<file path="src/design/cacheGeometryPkg.sv">
package cacheGeometryPkg;

	////////////////////////////////////////////////////////////////////////////
	// bus widths and cache shape
	////////////////////////////////////////////////////////////////////////////
	localparam int addrWidth    = 32;						// byte address from the 68000
	localparam int dataWidth    = 16;						// one bus word
	localparam int numWays      = 8;						// ways per set
	localparam int wayIdxWidth  = $clog2(numWays);
	localparam int numSets      = 128;
	localparam int setIdxWidth  = $clog2(numSets);
	localparam int lineWords    = 8;						// sixteen-bit words per cache line
	localparam int wordIdxWidth = $clog2(lineWords);
	localparam int plruWidth    = numWays - 1;				// one bit per inner node of the tree

	////////////////////////////////////////////////////////////////////////////
	// address fields, bit 0 is the byte lane and never reaches the cache
	////////////////////////////////////////////////////////////////////////////
	localparam int wordLsb  = 1;							// word in line sits at bits 3 to 1
	localparam int setLsb   = wordLsb + wordIdxWidth;		// set index sits at bits 10 to 4
	localparam int tagLsb   = setLsb + setIdxWidth;		// tag is everything above the set
	localparam int tagWidth = addrWidth - tagLsb;

	typedef logic [tagWidth-1:0]     tagT;
	typedef logic [setIdxWidth-1:0]  setIdxT;
	typedef logic [wordIdxWidth-1:0] wordIdxT;
	typedef logic [wayIdxWidth-1:0]  wayIdxT;
	typedef logic [plruWidth-1:0]    plruT;
	typedef logic [dataWidth-1:0]    dataWordT;

	typedef struct packed {
		logic valid;										// line holds data from DRAM
		tagT  tag;
	} tagEntryT;

endpackage

</file>
<file path="src/design/cacheWayArray.sv">
`timescale 1ns/100ps

module cacheWayArray import cacheGeometryPkg::*; #(
	parameter type entryT = logic,							// what one way holds at one index
	parameter int  depth  = numSets,
	localparam int idxWidth = $clog2(depth)
) (
	input  logic                Clock,
	input  logic [numWays-1:0]  wrWay,					// one write enable per way
	input  logic [idxWidth-1:0] wrIdx,
	input  entryT               wrData,					// same value goes to every enabled way
	input  logic [idxWidth-1:0] rdIdx,
	output entryT               rdWays [numWays]			// all ways at rdIdx, no clock needed
);

	////////////////////////////////////////////////////////////////////////////
	// one storage array per way
	////////////////////////////////////////////////////////////////////////////
	for (genvar w = 0; w < numWays; w++) begin : gWay
		entryT mem [depth];								// contents are undefined until written

		always_ff @(posedge Clock) begin
			if (wrWay[w]) begin
				mem[wrIdx] <= wrData;					// write lands at the end of the cycle
			end
		end

		// asynchronous read so the lookup result is ready in the same cycle
		assign rdWays[w] = mem[rdIdx];
	end

endmodule

</file>
<file path="config.mk">
export PLATFORM = sky130hd
export DESIGN_NAME = cacheWayArray
export DESIGN_NICKNAME = d
export VERILOG_FILES = /design/src/design/cacheGeometryPkg.sv /design/src/design/cacheWayArray.sv
export SDC_FILE = /design/constraint.sdc
export NUM_CORES = 1
export LEC_CHECK = 0
export BUFFER_PORTS_ARGS = -buffer_cell sky130_fd_sc_hd__buf_2
export CAP_MARGIN = 20
export CORE_UTILIZATION = 64
export CTS_CLUSTER_SIZE = 14
export DETAILED_ROUTE_END_ITERATION = 8
export PLACE_DENSITY = 0.8
export SLEW_MARGIN = 15
export SYNTH_ARGS = -nofsm -noshare
export SYNTH_HDL_FRONTEND = slang
export SYNTH_SLANG_ARGS = --single-unit
</file>
<file path="constraint.sdc">
create_clock -name Clock -period 5.8 [get_ports Clock]
set_clock_uncertainty 0.2 [all_clocks]
set_input_delay 1.16 -clock Clock [delete_from_list [all_inputs] [get_ports Clock]]
set_output_delay 1.16 -clock Clock [all_outputs]
set_load 0.01 [all_outputs]
</file>
**Word level (Yosys, flattened, before mapping)**

Memories as Yosys holds them, arrays and structs flattened.
Index checks and enable logic that the tools add are counted.

- Flip-flop bits (word level): 0
- RAM bits: 1,024
- Output and inout bits: 8
- Memories: 8

- Mux-type cells: 16

Memories:

| name | depth | width | rd ports | clocked after memory_dff | write ports | RTL line | source |
|---|---|---|---|---|---|---|---|
| gWay[0].mem | 128 | 1 | 1 | 0 | 1 | cacheWayArray.sv:20 | `entryT mem [depth];` |
| gWay[1].mem | 128 | 1 | 1 | 0 | 1 | cacheWayArray.sv:20 |  |
| gWay[2].mem | 128 | 1 | 1 | 0 | 1 | cacheWayArray.sv:20 |  |
| gWay[3].mem | 128 | 1 | 1 | 0 | 1 | cacheWayArray.sv:20 |  |
| gWay[4].mem | 128 | 1 | 1 | 0 | 1 | cacheWayArray.sv:20 |  |
| gWay[5].mem | 128 | 1 | 1 | 0 | 1 | cacheWayArray.sv:20 |  |
| +2 memories | n/a | n/a | n/a | n/a | n/a | n/a |  |

Operator list:

| cell | count |
|---|---|
| 1-bit two-way mux | 16 |

**Logic depth before layout (Yosys ltp)**

- Word-level depth: 2
- Mapped depth: 7
- Gate-level depth less buffers: 4

**Worst setup path before layout**

Ideal clock, no wire load.

- Path type: input to output
- Start: input rdIdx[0]
- End: output rdWays[0] in the netlist's numbering
- Arrival time: 3.553 ns
- Required time: 4.440 ns
- Path slack: 0.887 ns
- Stages on the path: 6
- Buffers on the path: 2
- Path through: clkbuf_1 > clkbuf_1 > mux4_2 > mux4_2 > mux4_2 > mux2_2

RTL lines:

| item | RTL line | source |
|---|---|---|
| start, declared | cacheWayArray.sv:12 | `input logic [idxWidth-1:0] rdIdx,` |
| end, declared | cacheWayArray.sv:13 | `output entryT rdWays [numWays]` |

==> summary.md <==
| Metric | Value |
|---|---|
| Clock power share | 0.421 |
| Initial antenna violation count | 3 |
| Comb power frac | 0.059 |
| Routed Antenna Nets | 0 |
| CP Launch Type | primary input |
| Routed len/inst | 28.0 um |
| Post-synth EDFFs | 1024 |
| Routed via count | 24300 |
| CTS tree | yes |
| Hold buffer count at CTS | 0 |
| CTS buffer count | 103 |
| FF/Latch Area | 30700 sq um |
| Fraction of layout cells with a size suffix above 1 | 0.204 |
| Endpoint class of the critical path | primary output |
| Htree depth | 3 |
| Critical Path Fanout Max | 19 |
| Worst-path clk slew | 0.06 ns |
| Post-synth ARST share | 0 |
| TNS Setup | 0 ns |
| Max-slew headroom | 0.256 |
| Std-Cell Rows | 98 |
| Top flop regs | gWay.mem x1024 |
| Routability Congestion | 0.846 |
| Worst slack at placement | 0.440 ns |
| Synthesis-stage register bit count | 1024 |
| Root cell of the clock tree | clkbuf_16 |
| # Max-Cap Violations | 0 |
| Total Power | 0.0157 W |
| Critical path type | in -> out |
| Max frequency | 0.186 GHz |
| GR Util All Layers | 0.295 |
| DR vias/cell | 6.44 |
| Min cycle time layout | 5.39 ns |
| Die span in x | 271 um |
| Worst-Margin Slew | 1.12 ns |
| Multi-input gate area | 14700 sq um |
| Final Cycle Share | 0.929 |
| First-pass GRT wire length | 157 mm |
| Count of final hold-check violations | 0 |
| Sw Share | 0.211 |
| Hold WC Path Type | in -> reg |
| Max clock buf depth | 3 |
| Crit path required time | 4.44 ns |
| Layout fillers | 4229 |
| Max FFs per register | 1024 |
| # IOs | 32 |
| Number of clock sinks | 1024 |
| Synth top area cells | edfxtp_1 66%, mux4_2 16%, and2_1 14%, clkbuf_1 1.3%, nor2_1 1.1% |
| VDD IR max | 0.242 mV |
| Hold Path End | gWay[7].mem[84]$_DFFE_PP_ |
| Seq pwr share | 0.520 |
| Die Area | 73400 sq um |
| Post-DP HPWL | 62.7 mm |
| Initial Util | 0.647 |
| Port Buf Inserts | 31 |
| Number of setup violations in the final report | 0 |
| Post-synth top flop | edfxtp_1 |
| CP Data Arrival Time | 4.03 ns |
| Area growth from synthesis to layout | 10.3% |
| Initial DRC Count | 3276 |
| Core area | 71500 sq um |
| Fin nets | 2769 |
| Setup WS post-layout | 0.413 ns |
| Drt total wl | 106 mm |
| Cell Pwr Density | 308 nW/um^2 |
| Worst hold path depth | 1 |
| Max Slew Vio Count | 0 |
| Outcome | finished, final reports clean |
| Seq/Total Area, Yosys | 0.665 |
| Mapped Cells | 2753 |
| Crit path from | rdIdx[0] |
| Mean Syn Cell Area | 16.8 sq um |
| Net switching power | 0.00332 W |
| Internal cell power | 0.0124 W |
| Synth warnings | 0 |
| Vias in the first global route | 24400 |
| Setup Buffers After CTS | 0 |
| Yosys cell types | 16 |
| Top reg by flops | gWay.mem |
| LEAKAGE | 16.8 nW |
| RSZ-0062 raised after global routing | false |
| Total gr overflow | 0 |
| Syn Nets | 2777 |
| Largest net degree at the start of global routing | 175 |
| Leading area contributor after synthesis | edfxtp_1 |
| Drt drc | 0 |
| Min-delay src | wrData |
| First-pass iteration count of the detailed router | 6 |
| Die Span Y | 271 um |
| Post-Synthesis Cell Area | 46300 sq um |
| Top post-synthesis cells by count | 1024 x and2_1, 1024 x edfxtp_1, 336 x mux4_2 |
| Synth top area share | 0.665 |
| Post-CTS sizing | 0 |
## stage by stage
step	cell area, sq um	hold WS, ns	utilization	cells
after detailed placement	47600	1.61	0.666	3589
after global placement	47600	1.59	0.666	3589
after CTS	51000	0.926	0.713	3778
after floorplan	46300	1.06	-	2753
final	51000	0.906	0.714	3780
after global routing	51000	0.915	0.714	3780
## critical path: stages
cell,delay (ns)
buf_8,0.25
buf_12,0.21
buf_4,0.24
mux4_2,0.54
mux4_2,0.54
mux4_2,0.54
mux2_2,0.34
buf_2,0.16
## final cells by class
| type | count | area share |
|---|---|---|
| repair buffers | 89 | 0.0197 |
| clock inverters | 67 | 0.0122 |
| clock buffers | 122 | 0.0536 |
| diodes | 1 | 0.0000491 |
| well taps | 950 | 0.0233 |
| multi-input cells | 1527 | 0.288 |
| flip-flops and latches | 1024 | 0.603 |
## metal layers
metal  vias up  track usage  share of wire
li1      10300            -              -
met1     12600        0.400           0.37
met2      1223        0.477           0.50
met3       202       0.0711           0.10
met4         2       0.0957          0.030
met5         -            0       0.000066
## kinds of logic after synthesis
logic type	count (synthesis)	share of synthesized area
buffers and inverters	202	0.0174
flip-flops	1024	0.665
multiplexers	344	0.166
AND/OR/NAND/NOR	1183	0.152
## cell usage in the layout, fill, tap and decap left out, types with 3 or more instances in the layout
cell,instances
clkbuf_1,15
mux2_2,8
buf_4,38
and2_1,1024
clkinvlp_4,3
buf_12,27
buf_8,3
buf_2,19
nand3_1,6
clkbuf_16,107
clkinv_1,32
clkinv_2,15
bufinv_16,12
nand3b_1,3
edfxtp_1,1024
inv_6,3
nor2b_1,4
nand2_1,10
mux4_2,336
nor2_1,131
## power groups by stage
| stage | Combinational, W | Sequential, W | Clock, W |
|---|---|---|---|
| 3_5_place_dp | 0.000909 | 0.00833 | 0 |
| 6_report | 0.000925 | 0.00818 | 0.00662 |
| 2_1_floorplan | 0.000506 | 0.00833 | 0 |
| 3_3_place_gp | 0.000889 | 0.00833 | 0 |
| 5_1_grt | 0.000964 | 0.00818 | 0.00695 |
| 4_1_cts | 0.000915 | 0.00818 | 0.00668 |
## how the worst max path moves through the flow
| stage | end | depth (start not counted) | slack [ns] |
|---|---|---|---|
| after global placement | rdWays[6] | 7 | 0.45 |
| final | rdWays[2] | 8 | 0.41 |
| after global routing | rdWays[6] | 7 | 0.36 |
| after CTS | rdWays[7] | 7 | 0.42 |
| after floorplan | rdWays[0] | 6 | 0.89 |
| after detailed placement | rdWays[2] | 8 | 0.44 |
No activity file was read; power rests on OpenSTA's default activity.
