$ cat src/design/cacheGeometryPkg.sv
package cacheGeometryPkg;

	////////////////////////////////////////////////////////////////////////////
	// bus widths and cache shape
	////////////////////////////////////////////////////////////////////////////
	localparam int addrWidth    = 32;						// byte address from the 68000
	localparam int dataWidth    = 16;						// one bus word
	localparam int numWays      = 8;						// ways per set
	localparam int wayIdxWidth  = $clog2(numWays);
	localparam int numSets      = 128;
	localparam int setIdxWidth  = $clog2(numSets);
	localparam int lineWords    = 8;						// sixteen-bit words per cache line
	localparam int wordIdxWidth = $clog2(lineWords);
	localparam int plruWidth    = numWays - 1;				// one bit per inner node of the tree

	////////////////////////////////////////////////////////////////////////////
	// address fields, bit 0 is the byte lane and never reaches the cache
	////////////////////////////////////////////////////////////////////////////
	localparam int wordLsb  = 1;							// word in line sits at bits 3 to 1
	localparam int setLsb   = wordLsb + wordIdxWidth;		// set index sits at bits 10 to 4
	localparam int tagLsb   = setLsb + setIdxWidth;		// tag is everything above the set
	localparam int tagWidth = addrWidth - tagLsb;

	typedef logic [tagWidth-1:0]     tagT;
	typedef logic [setIdxWidth-1:0]  setIdxT;
	typedef logic [wordIdxWidth-1:0] wordIdxT;
	typedef logic [wayIdxWidth-1:0]  wayIdxT;
	typedef logic [plruWidth-1:0]    plruT;
	typedef logic [dataWidth-1:0]    dataWordT;

	typedef struct packed {
		logic valid;										// line holds data from DRAM
		tagT  tag;
	} tagEntryT;

endpackage

$ cat src/design/cacheBusPkg.sv
package cacheBusPkg;

	////////////////////////////////////////////////////////////////////////////
	// controller FSM states
	////////////////////////////////////////////////////////////////////////////
	typedef enum logic [3:0] {
		Reset,											// one cycle after reset is released
		Invalidate,										// clears one set per cycle
		Idle,
		CheckHit,										// directory lookup result is known here
		HitHold,										// cache word on the bus until the cpu ends
		RequestDram,									// select DRAM, wait for a read command
		CasWait,
		BurstFill,										// one word per cycle into the victim way
		MissHold,
		WriteThrough									// DRAM write with forwarded DTACK
	} ctrlStateT;

	////////////////////////////////////////////////////////////////////////////
	// DRAM controller burst timing
	////////////////////////////////////////////////////////////////////////////
	localparam int casLatency  = 2;						// cycles from read command to first word
	localparam int burstLength = cacheGeometryPkg::lineWords;	// a fill is always one full line

endpackage

$ cat src/design/cacheController.sv
`timescale 1ns/100ps

module cacheController import cacheGeometryPkg::*, cacheBusPkg::*; (
	input  logic                 Clock,
	input  logic                 Reset_L,
	// cpu side
	input  logic [addrWidth-1:0] Address,
	input  dataWordT             DataFromCpu,
	input  logic                 As_L,
	input  logic                 Uds_L,
	input  logic                 Lds_L,
	input  logic                 We_L,
	input  logic                 DramSelect,				// cpu address decodes to DRAM
	output dataWordT             DataToCpu,
	output logic                 DtackToCpu_L,
	// DRAM controller side
	input  logic                 DramDtack_L,
	input  logic                 DramCas_L,
	input  logic                 DramRas_L,
	output logic [addrWidth-1:0] DramAddress,
	output dataWordT             DataToDram,
	output logic                 DramSelect_L,
	output logic                 DramAs_L,
	output logic                 DramWe_L,
	output logic                 DramUds_L,
	output logic                 DramLds_L,
	// directory
	input  logic [numWays-1:0]   hitWays,
	input  plruT                 plruBits,
	output setIdxT               setIdx,
	output logic [numWays-1:0]   writeWays,
	output logic                 writeValid,
	output logic                 invalidateAll,
	output logic                 plruWrite,
	output plruT                 plruNext,
	// data array
	input  dataWordT             dataWays [numWays],
	output logic [numWays-1:0]   dataWrWay,
	output wordIdxT              dataWordIdx
);

	ctrlStateT          state;
	ctrlStateT          nextState;
	setIdxT             count;								// invalidate set, CAS wait or burst word
	wayIdxT             victimReg;							// way being refilled on a miss
	wayIdxT             victimWay;
	wayIdxT             hitIdx;
	wayIdxT             touchWay;
	logic [numWays-1:0] victimMask;
	logic               cpuActive;

	assign cpuActive  = !As_L && DramSelect;				// cpu is running a DRAM cycle
	assign victimMask = {{(numWays-1){1'b0}}, 1'b1} << victimReg;
	assign DataToDram = DataFromCpu;						// only sampled by DRAM on a write
	assign DramAs_L   = As_L;

	// at most one way can hit, so a priority encode gives its number
	always_comb begin
		hitIdx = '0;
		for (int w = 0; w < numWays; w++) begin
			if (hitWays[w]) begin
				hitIdx = wayIdxT'(w);
			end
		end
	end

	// a hit refreshes the way that hit, a miss refreshes the victim
	assign touchWay = (|hitWays) ? hitIdx : victimWay;

	plruTree plru (
		.treeBits  (plruBits),
		.touchWay  (touchWay),
		.victimWay (victimWay),
		.nextBits  (plruNext)
	);

	// hit states read the hit way, miss hold reads the freshly filled one
	assign DataToCpu = dataWays[(state == MissHold) ? victimReg : hitIdx];

	////////////////////////////////////////////////////////////////////////////
	// state, counter and victim registers
	////////////////////////////////////////////////////////////////////////////
	always_ff @(posedge Clock or negedge Reset_L) begin
		if (!Reset_L) begin
			state     <= Reset;
			count     <= '0;
			victimReg <= '0;
		end else begin
			state <= nextState;
			count <= (nextState != state) ? '0 : count + 1'b1;	// restarts in each new state
			if (state == CheckHit && !(|hitWays)) begin
				victimReg <= victimWay;						// held for the whole refill
			end
		end
	end

	////////////////////////////////////////////////////////////////////////////
	// next state and outputs
	////////////////////////////////////////////////////////////////////////////
	always_comb begin
		nextState     = state;
		DtackToCpu_L  = 1'b1;
		DramSelect_L  = 1'b1;
		DramAddress   = {Address[addrWidth-1:setLsb], {setLsb{1'b0}}};	// line aligned
		DramWe_L      = 1'b1;
		DramUds_L     = 1'b1;
		DramLds_L     = 1'b1;
		setIdx        = Address[setLsb +: setIdxWidth];
		writeWays     = '0;
		writeValid    = 1'b0;
		invalidateAll = 1'b0;
		plruWrite     = 1'b0;
		dataWrWay     = '0;
		dataWordIdx   = Address[wordLsb +: wordIdxWidth];
		unique case (state)
			Reset: nextState = Invalidate;
			Invalidate: begin
				setIdx        = count;						// walks sets 0 to 127
				invalidateAll = 1'b1;
				if (count == setIdxT'(numSets - 1)) nextState = Idle;
			end
			Idle: begin
				if (cpuActive && We_L) begin
					nextState = CheckHit;
				end else if (cpuActive) begin
					writeWays = hitWays;					// drop any stale copy of the line
					nextState = WriteThrough;
				end
			end
			CheckHit: begin
				plruWrite = 1'b1;
				if (|hitWays) begin
					DtackToCpu_L = 1'b0;					// data is already valid this cycle
					nextState    = HitHold;
				end else begin
					nextState = RequestDram;
				end
			end
			HitHold: begin
				DtackToCpu_L = !cpuActive;
				if (!cpuActive) nextState = Idle;
			end
			RequestDram: begin
				DramSelect_L = 1'b0;
				DramUds_L    = 1'b0;						// a fill always reads both bytes
				DramLds_L    = 1'b0;
				writeWays    = victimMask;					// claim the victim for the new tag
				writeValid   = 1'b1;
				// CAS with RAS low is a refresh and must not start the count
				if (!DramCas_L && DramRas_L) nextState = CasWait;
			end
			CasWait: begin
				DramSelect_L = 1'b0;
				DramUds_L    = 1'b0;
				DramLds_L    = 1'b0;
				if (count == setIdxT'(casLatency - 1)) nextState = BurstFill;
			end
			BurstFill: begin
				DramSelect_L = 1'b0;
				DramUds_L    = 1'b0;
				DramLds_L    = 1'b0;
				dataWrWay    = victimMask;
				dataWordIdx  = count[wordIdxWidth-1:0];	// word k arrives in the k-th cycle
				if (count == setIdxT'(burstLength - 1)) nextState = MissHold;
			end
			MissHold: begin
				DtackToCpu_L = !cpuActive;
				if (!cpuActive) nextState = Idle;
			end
			WriteThrough: begin
				DramSelect_L = 1'b0;
				DramAddress  = Address;						// full address for a single write
				DramWe_L     = 1'b0;
				DramUds_L    = Uds_L;
				DramLds_L    = Lds_L;
				DtackToCpu_L = DramDtack_L || !cpuActive;	// DRAM decides when the write ends
				if (!cpuActive) nextState = Idle;
			end
			default: nextState = Reset;
		endcase
	end

endmodule

$ cat src/design/plruTree.sv
`timescale 1ns/100ps

module plruTree import cacheGeometryPkg::*; (
	input  plruT   treeBits,								// current tree state of the set
	input  wayIdxT touchWay,								// way being used in this access
	output wayIdxT victimWay,								// way the tree points at now
	output plruT   nextBits									// tree state after touchWay is used
);

	////////////////////////////////////////////////////////////////////////////
	// tree layout
	//   bit 0       picks ways 0-3 or ways 4-7
	//   bits 1, 2   pick the pair within the lower or the upper half
	//   bits 3 - 6  pick within pairs 0/1, 2/3, 4/5, 6/7
	// a zero points at the lower numbered side everywhere
	////////////////////////////////////////////////////////////////////////////

	logic       upperHalf;									// root decision
	logic       pairSel;									// decision inside the chosen half
	logic       leafSel;									// decision inside the chosen pair
	logic [1:0] pairIdx;									// which of the four pairs was reached

	// walk from the root down, each level picks one more bit of the way number
	always_comb begin
		upperHalf = treeBits[0];
		pairSel   = upperHalf ? treeBits[2] : treeBits[1];
		pairIdx   = {upperHalf, pairSel};
		leafSel   = treeBits[3 + pairIdx];
		victimWay = {upperHalf, pairSel, leafSel};
	end

	// every node on the touched way's path is turned to face away from it
	always_comb begin
		nextBits                                = treeBits;	// the other four nodes keep their value
		nextBits[0]                             = ~touchWay[2];
		nextBits[1 + touchWay[2]]               = ~touchWay[1];
		nextBits[3 + touchWay[wayIdxWidth-1:1]] = ~touchWay[0];
	end

endmodule

$ cat config.mk
export PLATFORM = sky130hd
export DESIGN_NAME = cacheController
export DESIGN_NICKNAME = d
export VERILOG_FILES = /design/src/design/cacheGeometryPkg.sv /design/src/design/cacheBusPkg.sv /design/src/design/cacheController.sv /design/src/design/plruTree.sv
export SDC_FILE = /design/constraint.sdc
export NUM_CORES = 1
export LEC_CHECK = 0
export BUFFER_PORTS_ARGS = -buffer_cell sky130_fd_sc_hd__buf_4
export CAP_MARGIN = 20
export CORE_AREA = 3 3 119 121
export CTS_BUF_LIST = sky130_fd_sc_hd__clkbuf_16
export DETAILED_ROUTE_END_ITERATION = 16
export DIE_AREA = 0 0 122 124
export PLACE_DENSITY = 0.54
export SYNTH_ARGS = -nofsm -noshare
export SYNTH_HDL_FRONTEND = slang
export SYNTH_SLANG_ARGS = --single-unit
$ cat constraint.sdc
create_clock -name Clock -period 3.2 [get_ports Clock]
set_input_delay 0.16 -clock Clock [delete_from_list [all_inputs] [get_ports Clock]]
set_output_delay 0.16 -clock Clock [all_outputs]
set_load 0.02 [all_outputs]
; Yosys cells after proc, flatten, opt, wreduce, memory -nomap -nowiden
; Cells that the tools add are included.
[word_totals]
inputBits = 201
word_cells = 95
regBits = 14
out_inout_bits = 106
[classes]
bitwise_logic = 4
eq_ne = 13
shift = 1
n_addsub = 4
mux = 47
reduce_logical = 17
order_cmp = 6
[op_table]
columns = cell, count
row1 = $lt 32x4->1 const B, 3
row2 = $ge 32x1->1 const B, 2
row3 = $bmux 16 s3, 1
row4 = $mux 16, 2
row5 = $mux 4, 8
row6 = $pmux 4 s8, 1
row7 = $mux 3, 8
row8 = $mux 8, 3
row9 = $eq 4x3->1 const B, 4
row10 = $pmux 8 s2, 1
row11 = $bwmux 7, 2
row12 = $mux 7, 2
row13 = $mux 1, 12
row14 = $eq 4x2->1 const B, 2
row15 = $eq 4x4->1 const B, 2
row16 = $reduce_or 8->1, 1
row17 = $shl 1x3->8 const A, 1
row18 = $add 7x1->7 const B, 1
row19 = $eq 7x1->1 const B, 1
row20 = $eq 7x3->1 const B, 1
row21 = $eq 7x7->1 const B, 1
row22 = $add 2x2->3 const A, 2
row23 = $demux 1 s3, 2
row24 = $logic_and 1x1->1, 6
row25 = 16 further kinds, 23

; Depth between registers and ports, before layout
; Gate-level depths: netlist (run 1).
[depth]
ltp_word = 15
mapped_depth = 9
ltp_nobuf = 7

; By module
; From an unflattened synthesis (run 1), not the netlist that was laid out.
[hier_totals]
cells_unflattened = 411
area_unflattened_um2 = 3278.1
[modules_own_cells]
columns = mod, seq_area_each_um2, cells_each, area_per_inst_um2, n_inst
row1 = cacheController, 350.3, 376, 3017.9, 1
row2 = plruTree, 0.0, 35, 260.2, 1

; Worst setup path before layout (run 1)
; OpenSTA, ideal clock, no wires.
[synth_timing]
kind = in2out
start = input hitWays[4]
end = output plruNext[0]
t_arrival_ns = 1.924
required_ns = 3.040
n_path_buf = 0
path_stages = 6
setup_slack_ns = 1.116
cell_sequence = nor4_2 > a21boi_1 > inv_1 > ha_1 > nor3b_1 > mux2_2
[synth_via]
elab_chain_cells = 12
elab_cells_between_ends = 23
cone_classes = 2 x add/sub / 4 x order compare / 11 x mux / 3 x bitwise / 3 x reduce/logical
[synth_rtl]
columns = item, line_no
row1 = start: declaration, cacheController.sv:28  ; input logic [numWays-1:0] hitWays,
row2 = $mux 3 (4 in a row), cacheController.sv:61  ; if (hitWays[w]) begin
row3 = $mux 3 (*), cacheController.sv:68  ; assign touchWay = (|hitWays) ? hitIdx : victimWay;
row4 = $add 1x1->2, plruTree.sv:36  ; nextBits[1 + touchWay[2]] = ~touchWay[1];
row5 = $ge 32x1->1 (implied by the code) / $lt 32x4->1 (equally long branches), plruTree.sv:36
row6 = $logic_and 1x1->1 (implied by the code), plruTree.sv:36
row7 = $mux 1 (implied by the code), plruTree.sv:36
row8 = $demux 1 s3, -
row9 = $bwmux 7, plruTree.sv:36
row10 = $bwmux 7 (*), plruTree.sv:37  ; nextBits[3 + touchWay[wayIdxWidth-1:1]] = ~touchWay[0];
row11 = end: declaration, cacheController.sv:35  ; output plruT plruNext,
; Mark *: on every way between the ends. The rest lies on a longest branch, timed or not.

; Final worst setup path (run 1)
[layout_timing]
start = register state[3]
end = output DataToCpu[5]
[layout_via]
elab_chain_cells = 6
[layout_rtl]
columns = item, line_no
row1 = start: declaration, cacheController.sv:42  ; ctrlStateT state;
row2 = start signal: assignment, cacheController.sv:85  ; state <= Reset;
row3 = start signal: assignment, cacheController.sv:89  ; state <= nextState;
row4 = $eq 4x4->1, cacheController.sv:78  ; assign DataToCpu = dataWays[(state == MissHold) ? victimReg : hitIdx];
row5 = $mux 3, cacheController.sv:78
row6 = $not 3->4, cacheController.sv:78
row7 = $bmux 16 s3, cacheController.sv:78
row8 = $mux 16 (2 in a row), cacheController.sv:78
row9 = end: declaration, cacheController.sv:14  ; output dataWordT DataToCpu,
; No other way between the ends. The select of a mux whose other input is x is not followed.

==> results of run 1 <==
## registers in the layout, summed over array words and instances, names as in the netlist
register and count:
state 4, count 7, victimReg 3
## through the flow
| stage | util [%] | instance area (um^2) | instances | setup WS [ns] | hold slack [ns] |
|---|---|---|---|---|---|
| floorplan | - | 3060 | 450 | 1.12 | -0.136 |
| global placement | 35.3 | 4650 | 798 | 0.513 | 0.0198 |
| detailed placement | 35.3 | 4650 | 798 | 0.394 | 0.0211 |
| CTS | 35.9 | 4740 | 802 | 0.158 | 0.218 |
| global route | 36.0 | 4750 | 804 | 0.0454 | 0.222 |
| finish | 36.0 | 4750 | 804 | 0.232 | 0.221 |
## where the power goes
group          internal (W)  switching (W)  total [W]
Combinational      0.000545       0.000641    0.00119
Sequential         0.000210      0.0000429   0.000253
Clock              0.000163      0.0000682   0.000231
Total              0.000918       0.000753    0.00167
## path summary, 6_finish.rpt
path                               startpoint                       end  slack, ns  cells past startpoint
hold / removal                    plruBits[0]  victimReg[2]$_DFFE_PN0P_       0.22                      2
setup reg to reg           count[0]$_DFF_PN0_        count[2]$_DFF_PN0_       0.92                      7
hold reg to reg            count[0]$_DFF_PN0_        count[0]$_DFF_PN0_       0.55                      1
max in group asynchronous             Reset_L        state[3]$_DFF_PN0_       2.71                      2
min in group asynchronous             Reset_L        count[2]$_DFF_PN0_       0.31                      2
setup / recovery           state[3]$_DFF_PN0_              DataToCpu[5]       0.23                      8
## per-layer routing
| layer | vias up | global-route usage [%] |
|---|---|---|
| li1 | 1905 | - |
| met1 | 1766 | 22.2 |
| met2 | 153 | 26.0 |
| met3 | 28 | 2.50 |
| met4 | 0 | 3.71 |
| met5 | - | 0 |
## cell families after synthesis
group / synth area share, %
XOR/XNOR: 2.25
AO/OA/AOI/OAI: 15.4
multiplexers: 12.2
AND/OR/NAND/NOR: 39.2
flip-flops: 11.5
buffers and inverters: 17.1
adder cells (fa/ha/maj): 2.45
## critical path: stages (launching register included)
cell and delay (ns):
dfrtp_1 0.38, nor4b_4 0.16, buf_4 0.15, o31ai_4 0.75
buf_12 0.33, nand2_1 0.09, a32oi_1 0.36, and3_1 0.21
buf_4 0.14
## area by class of cell
class | instances | area, um^2 | share of cell area (%)
multi-input combinational | 356 | 2210 | 46.6
timing repair buffer | 245 | 1850 | 39.0
sequential | 14 | 350 | 7.37
tap | 176 | 220 | 4.64
clock buffer | 3 | 75.1 | 1.58
inverter | 10 | 37.5 | 0.790
## placed cells by master (no fill, tap or decap), types with 4 or more instances in the layout
| cell type | count |
|---|---|
| o21ai_0 | 12 |
| nor2_1 | 22 |
| a32oi_1 | 16 |
| nand2_1 | 121 |
| inv_1 | 10 |
| mux2_2 | 18 |
| dfrtp_1 | 14 |
| and2_1 | 6 |
| and3_1 | 17 |
| a211oi_1 | 4 |
| buf_4 | 243 |
| mux2i_1 | 17 |
| nor3_1 | 12 |
| ha_1 | 6 |
| a21oi_1 | 6 |
| a32o_1 | 4 |
| nand3_1 | 37 |
| nand2b_1 | 8 |
## cell usage after synthesis (6+ instances only)
cell type,count
a21oi_1,6
a32oi_1,16
and2_1,6
and3_1,17
buf_2,11
buf_4,47
clkbuf_1,7
dfrtp_1,14
ha_1,6
inv_1,10
mux2_2,18
mux2i_1,17
nand2_1,121
nand2b_1,8
nand3_1,37
nor2_1,22
nor3_1,12
o21ai_0,12
## repair_timing
| item | in CTS | in global routing |
|---|---|---|
| setup buffers | 0 | 2 |
| hold buffers | 1 | 0 |
| endpoints found under the hold margin | 14 | 0 |
| setup endpoints to repair | 0 | 1 |
==> summary.md, run 1 <==
| Metric | Value |
|---|---|
| Vias/cell | 4.79 |
| Unrepaired setup endpoints after global routing | false |
| Cell area after synthesis | 3060 um^2 |
| Syn Inst Count | 450 |
| DRT Wirelength | 13,500 um |
| Total Neg Setup Slack | 0 ns |
| Synth Net Count | 657 |
| CP arrival | 2.81 ns |
| Die X | 122 um |
| DR pass1 iterations | 4 |
| Class of the most critical setup path | reg -> out |
| Prevailing post-synth register cell | dfrtp_1 |
| Final setup vio count | 0 |
| Top-area cell type share of the netlist area | 14.8% |
| WL met1 | 5730 um |
| Die Ht | 124 um |
| Post-DP HPWL | 11,400 um |
| EDFF count, synth | 0 |
| Fill cells | 1,418 |
| Yosys cell types | 56 |
| Hold Path Class | in -> reg |
| Sequential cell area fraction in the yosys report | 11.5% |
| Register bit total from synthesis | 14 |
| Number of global-route vias before repair | 3,622 |
| Status | finished, final reports clean |
| Nets | 837 |
| Fin. Hold Viols | 0 |
| Detailed-route DRC error count | 0 |
| Crit path max fanout | 47 |
| Tmin final | 2.97 ns |
| Core box area | 13,200 um^2 |
| RePlAce Congestion | 0.845 |
| Clock Latency Late Sink | 0.24 ns |
| Leakage | 2.29 nW |
| Number of CTS-inserted buffers | 3 |
| Largest net degree at the start of global routing | 48 |
| PD cells | 352 nW/um^2 |
| Starting density of the core | 23.2% |
| Largest area contributor in the netlist | nand2_1 |
| Slew headroom | 32.7% |
| Synthesis-to-layout area growth | 55.3% |
| FP Rows | 42 |
| Synth async-reset ratio | 100% |
| GRT Total Usage | 15.9% |
| CTS tree | built |
| Fin Clk Skew | 0.00448 ns |
| Endpoint class of the critical path | output pin |
| DRT antenna net count | 0 |
| Largest cells by area after synthesis | nand2_1, buf_4, dfrtp_1 |
| Layout cells sized above 1 | 44.7% |
| Startpoint Class | flip-flop |
| FMAX | 337 MHz |
| Htree depth | 1 |
| Die Area | 15,100 um^2 |
| Antenna cell count | 0 |
| Initial antenna violation count | 0 |
| Highest routed layer | met4 |
| DRT iter0 DRCs | 222 |
| Period utilization | 92.7% |
| Clk buf depth | 2 |
| Overall power | 0.00167 W |
| Met3 WL | 996 um |
| WL/cell | 16.7 um |
| Tightest Pin Transition | 1.01 ns |
| IO Pins | 307 |
| CTS Sinks | 14 |
| Ys Warns | 0 |
| Max Cap Violations | 0 |
| First-pass GRT wire length | 19,300 um |
| WP data required | 3.04 ns |
| Fin. max-slew vios | 0 |
| Synthesized area per cell | 6.80 um^2 |
| Remaining Overflow, GRT | 0 |
| Vias | 3,852 |
| Clock input transition at the sequential cells of the worst setup and hold paths | 0.04 ns |
| Clock root buffer master | clkbuf_16 |
| Met2 routed WL | 6500 um |
| Post-CTS Resized | 0 |
| IO Port Bufs | 232 |
| VDD IR-drop max | 0.293 mV |
(Power assumes the default switching activity.)
==> run 2, diff against run 1 <==
--- a/constraint.sdc
+++ b/constraint.sdc
@@ -3,2 +3,2 @@
 set_output_delay 0.16 -clock Clock [all_outputs]
-set_load 0.02 [all_outputs]
+set_load 0.05 [all_outputs]
==> run 2 against run 1 <==
Fmax rose by 0.98%. Worst hold slack got worse by 0.0080 ns. Clock skew decreased by 0.0023 ns. Design area is 0.37% higher. Worst setup slack better by 0.029 ns. Combinational power grew 23%. Register-to-register slack is essentially flat. Power up 17%. Critical path type unchanged. Highest routed layer unchanged.
==> summary.md, run 2 (same netlist as run 1, synthesis figures left out) <==
| Metric | Value |
|---|---|
| CTS tree | built |
| Tightest Pin Transition | 0.980 ns (-0.0258 ns) |
| Clock root buffer master | clkbuf_16 |
| Crit path max fanout | 26 (-45%) |
| First-pass GRT wire length | 19,500 um (+1.1%) |
| CTS Sinks | 14 (unchanged) |
| Total Neg Setup Slack | 0 ns (unchanged) |
| Post-DP HPWL | 11,500 um (+0.80%) |
| PD cells | 408 nW/um^2 (+16%) |
| Max Cap Violations | 0 (unchanged) |
| Commonest non-fill, non-tap cells in the layout | buf_4, nand2_1, nand3_1, nor2_1, mux2_2 |
| Startpoint Class | flip-flop |
| CP Depth | 8 (unchanged) |
| DRT Wirelength | 13,600 um (+1.1%) |
| WL/cell | 16.8 um (+0.56%) |
| Unrepaired setup endpoints after global routing | false |
| Largest net degree at the start of global routing | 34 (-29%) |
| Synthesis-to-layout area growth | 55.9% |
| Worst path bufs/invs | 3 (unchanged) |
| Hold Path Depth | 2 (unchanged) |
| Clock Latency Late Sink | 0.24 ns (about the same) |
| Fin. max-slew vios | 0 (unchanged) |
| Starting density of the core | 23.2% (unchanged) |
| Hold path start | plruBits[0] |
| Fin Clk Skew | 0.00214 ns (-0.00234 ns) |
| Nets | 841 (+0.48%) |
| Tmin final | 2.94 ns (-0.0289 ns) |
| Crit path max-delay family | compound AO/OA/AOI/OAI gates |
| Cells on worst reg2reg path | 7 (unchanged) |
| Core box area | 13,200 um^2 (unchanged) |
| Endpoint class of the critical path | output pin |
| Max incr delay on CP | 0.59 ns (-0.16 ns) |
| Post-route setup slack | 0.261 ns (+0.0289 ns) |
| Worst reg2reg endpoint | count[6]$_DFF_PN0_ |
| Layout cells sized above 1 | 45.1% (+0.35 points) |
| WP data required | 3.04 ns (about the same) |
| Number of global-route vias before repair | 3,587 (-0.97%) |
| Class of the most critical setup path | reg -> out |
| Register-to-Register Setup Slack | 0.93 ns (about the same) |
| Initial antenna violation count | 0 (unchanged) |
| Slew headroom | 34.4% (+1.7 points) |
| Place WS | 0.373 ns (-0.0214 ns) |
| Crit-path most repeated cell | buf_4 |
| CP cell instances | nor4b_4 > buf_4 > o31ai_4 > buf_4 > nand2_1 > a32oi_1 > and3_1 > buf_4 |
| Status | finished, final reports clean |
| Die Area | 15,100 um^2 (unchanged) |
| DRT antenna net count | 0 (unchanged) |
| Die X | 122 um (unchanged) |
| Detailed-route DRC error count | 0 (unchanged) |
| Crit-path slowest cell | o31ai_4 |
| Hold endpoint | victimReg[2]$_DFFE_PN0P_ |
| Clk buf depth | 2 (unchanged) |
| Largest registers | count x7, state x4, victimReg x3 |
| VDD IR-drop max | 0.326 mV (+11%) |
| FP Rows | 42 (unchanged) |
| R2r startpoint | count[0]$_DFF_PN0_ |
| Period utilization | 91.8% (-0.90 points) |
| Biggest register | count |
| Antenna cell count | 0 (unchanged) |
| Vias/cell | 4.83 (+0.77%) |
| Die Ht | 124 um (unchanged) |
| RePlAce Congestion | 0.856 (+1.2%) |
| Post-CTS Resized | 0 (unchanged) |
| FMAX | 340 MHz (+0.98%) |
| CP arrival | 2.78 ns (-0.03 ns) |
| Hold Path Class | in -> reg |
| Vias | 3,901 (+1.3%) |
| Max FFs per register | 7 (unchanged) |
| GRT Total Usage | 16.0% (+0.043 points) |
| DRT iter0 DRCs | 284 (+28%) |
| Htree depth | 1 (unchanged) |
| Leakage | 2.31 nW (+0.72%) |
| IO Pins | 307 (unchanged) |
| Clock input transition at the sequential cells of the worst setup and hold paths | 0.05 ns (about the same) |
| IO Port Bufs | 232 (unchanged) |
| Remaining Overflow, GRT | 0 (unchanged) |
| Number of CTS-inserted buffers | 3 (unchanged) |
| Final setup vio count | 0 (unchanged) |
| Fin. Hold Viols | 0 (unchanged) |
| Most common cell after layout, fill and taps aside | buf_4 |
| DR pass1 iterations | 5 (+1) |
-- run 2: cell count changes in the layout (fill, tap and decap cells not counted) --
cell,previous run,this run
buf_12,1,0
buf_4,243,248
-- run 2: worst max-delay path by stage --
stage                        from      endpoint  slack, ns
2_1_floorplan  state[1]$_DFF_PN0_  writeWays[4]       0.15
3_3_place_gp   state[0]$_DFF_PN0_  DataToCpu[5]       0.44
3_5_place_dp   state[0]$_DFF_PN0_  DataToCpu[5]       0.37
4_1_cts        state[0]$_DFF_PN0_  DataToCpu[5]       0.09
5_1_grt        state[3]$_DFF_PN0_  DataToCpu[5]       0.06
6_report       state[3]$_DFF_PN0_  DataToCpu[5]       0.26
-- run 2: what timing repair did --
item,CTS,global route
endpoints found under the setup margin,0,1
buffers inserted,0,2
hold endpoints to repair,14,0
hold buffers,1,0
-- run 2: routing by layer --
layer	track usage [%]	part of all wire (%)	routed length (um)	up-vias
li1	-	-	-	1906
met1	22.9	43	5880	1759
met2	25.3	47	6410	200
met3	2.13	7.8	1060	36
met4	3.85	2.0	267	0
met5	0	0	0	-
-- run 2: metrics by stage --
step	hold WS [ns]	instances	area (um^2)	util, %	total power [W]
floorplan	-0.136	450	3060	-	0.00136
global placement	0.0216	802	4670	35.4	0.00171
detailed placement	0.0232	802	4670	35.4	0.00172
CTS	0.214	806	4750	36.0	0.00196
global route	0.223	808	4770	36.2	0.00207
finish	0.214	808	4770	36.2	0.00195
-- run 2: power by group --
part           total, W  leakage (nW)  internal, W  switching, W
Clock          0.000234        0.0370     0.000163     0.0000705
Combinational   0.00146          2.09     0.000551      0.000908
Sequential     0.000254         0.184     0.000210     0.0000441
Total           0.00195          2.31     0.000924       0.00102
-- run 2: final cells by class --
cell class / instances / area, um^2
Multi-Input combinational cell: 356 / 2210
Clock buffer: 3 / 75.1
Timing Repair Buffer: 249 / 1870
Sequential cell: 14 / 350
Tap cell: 176 / 220
Inverter: 10 / 37.5
Fill cell: 1411 / 8420
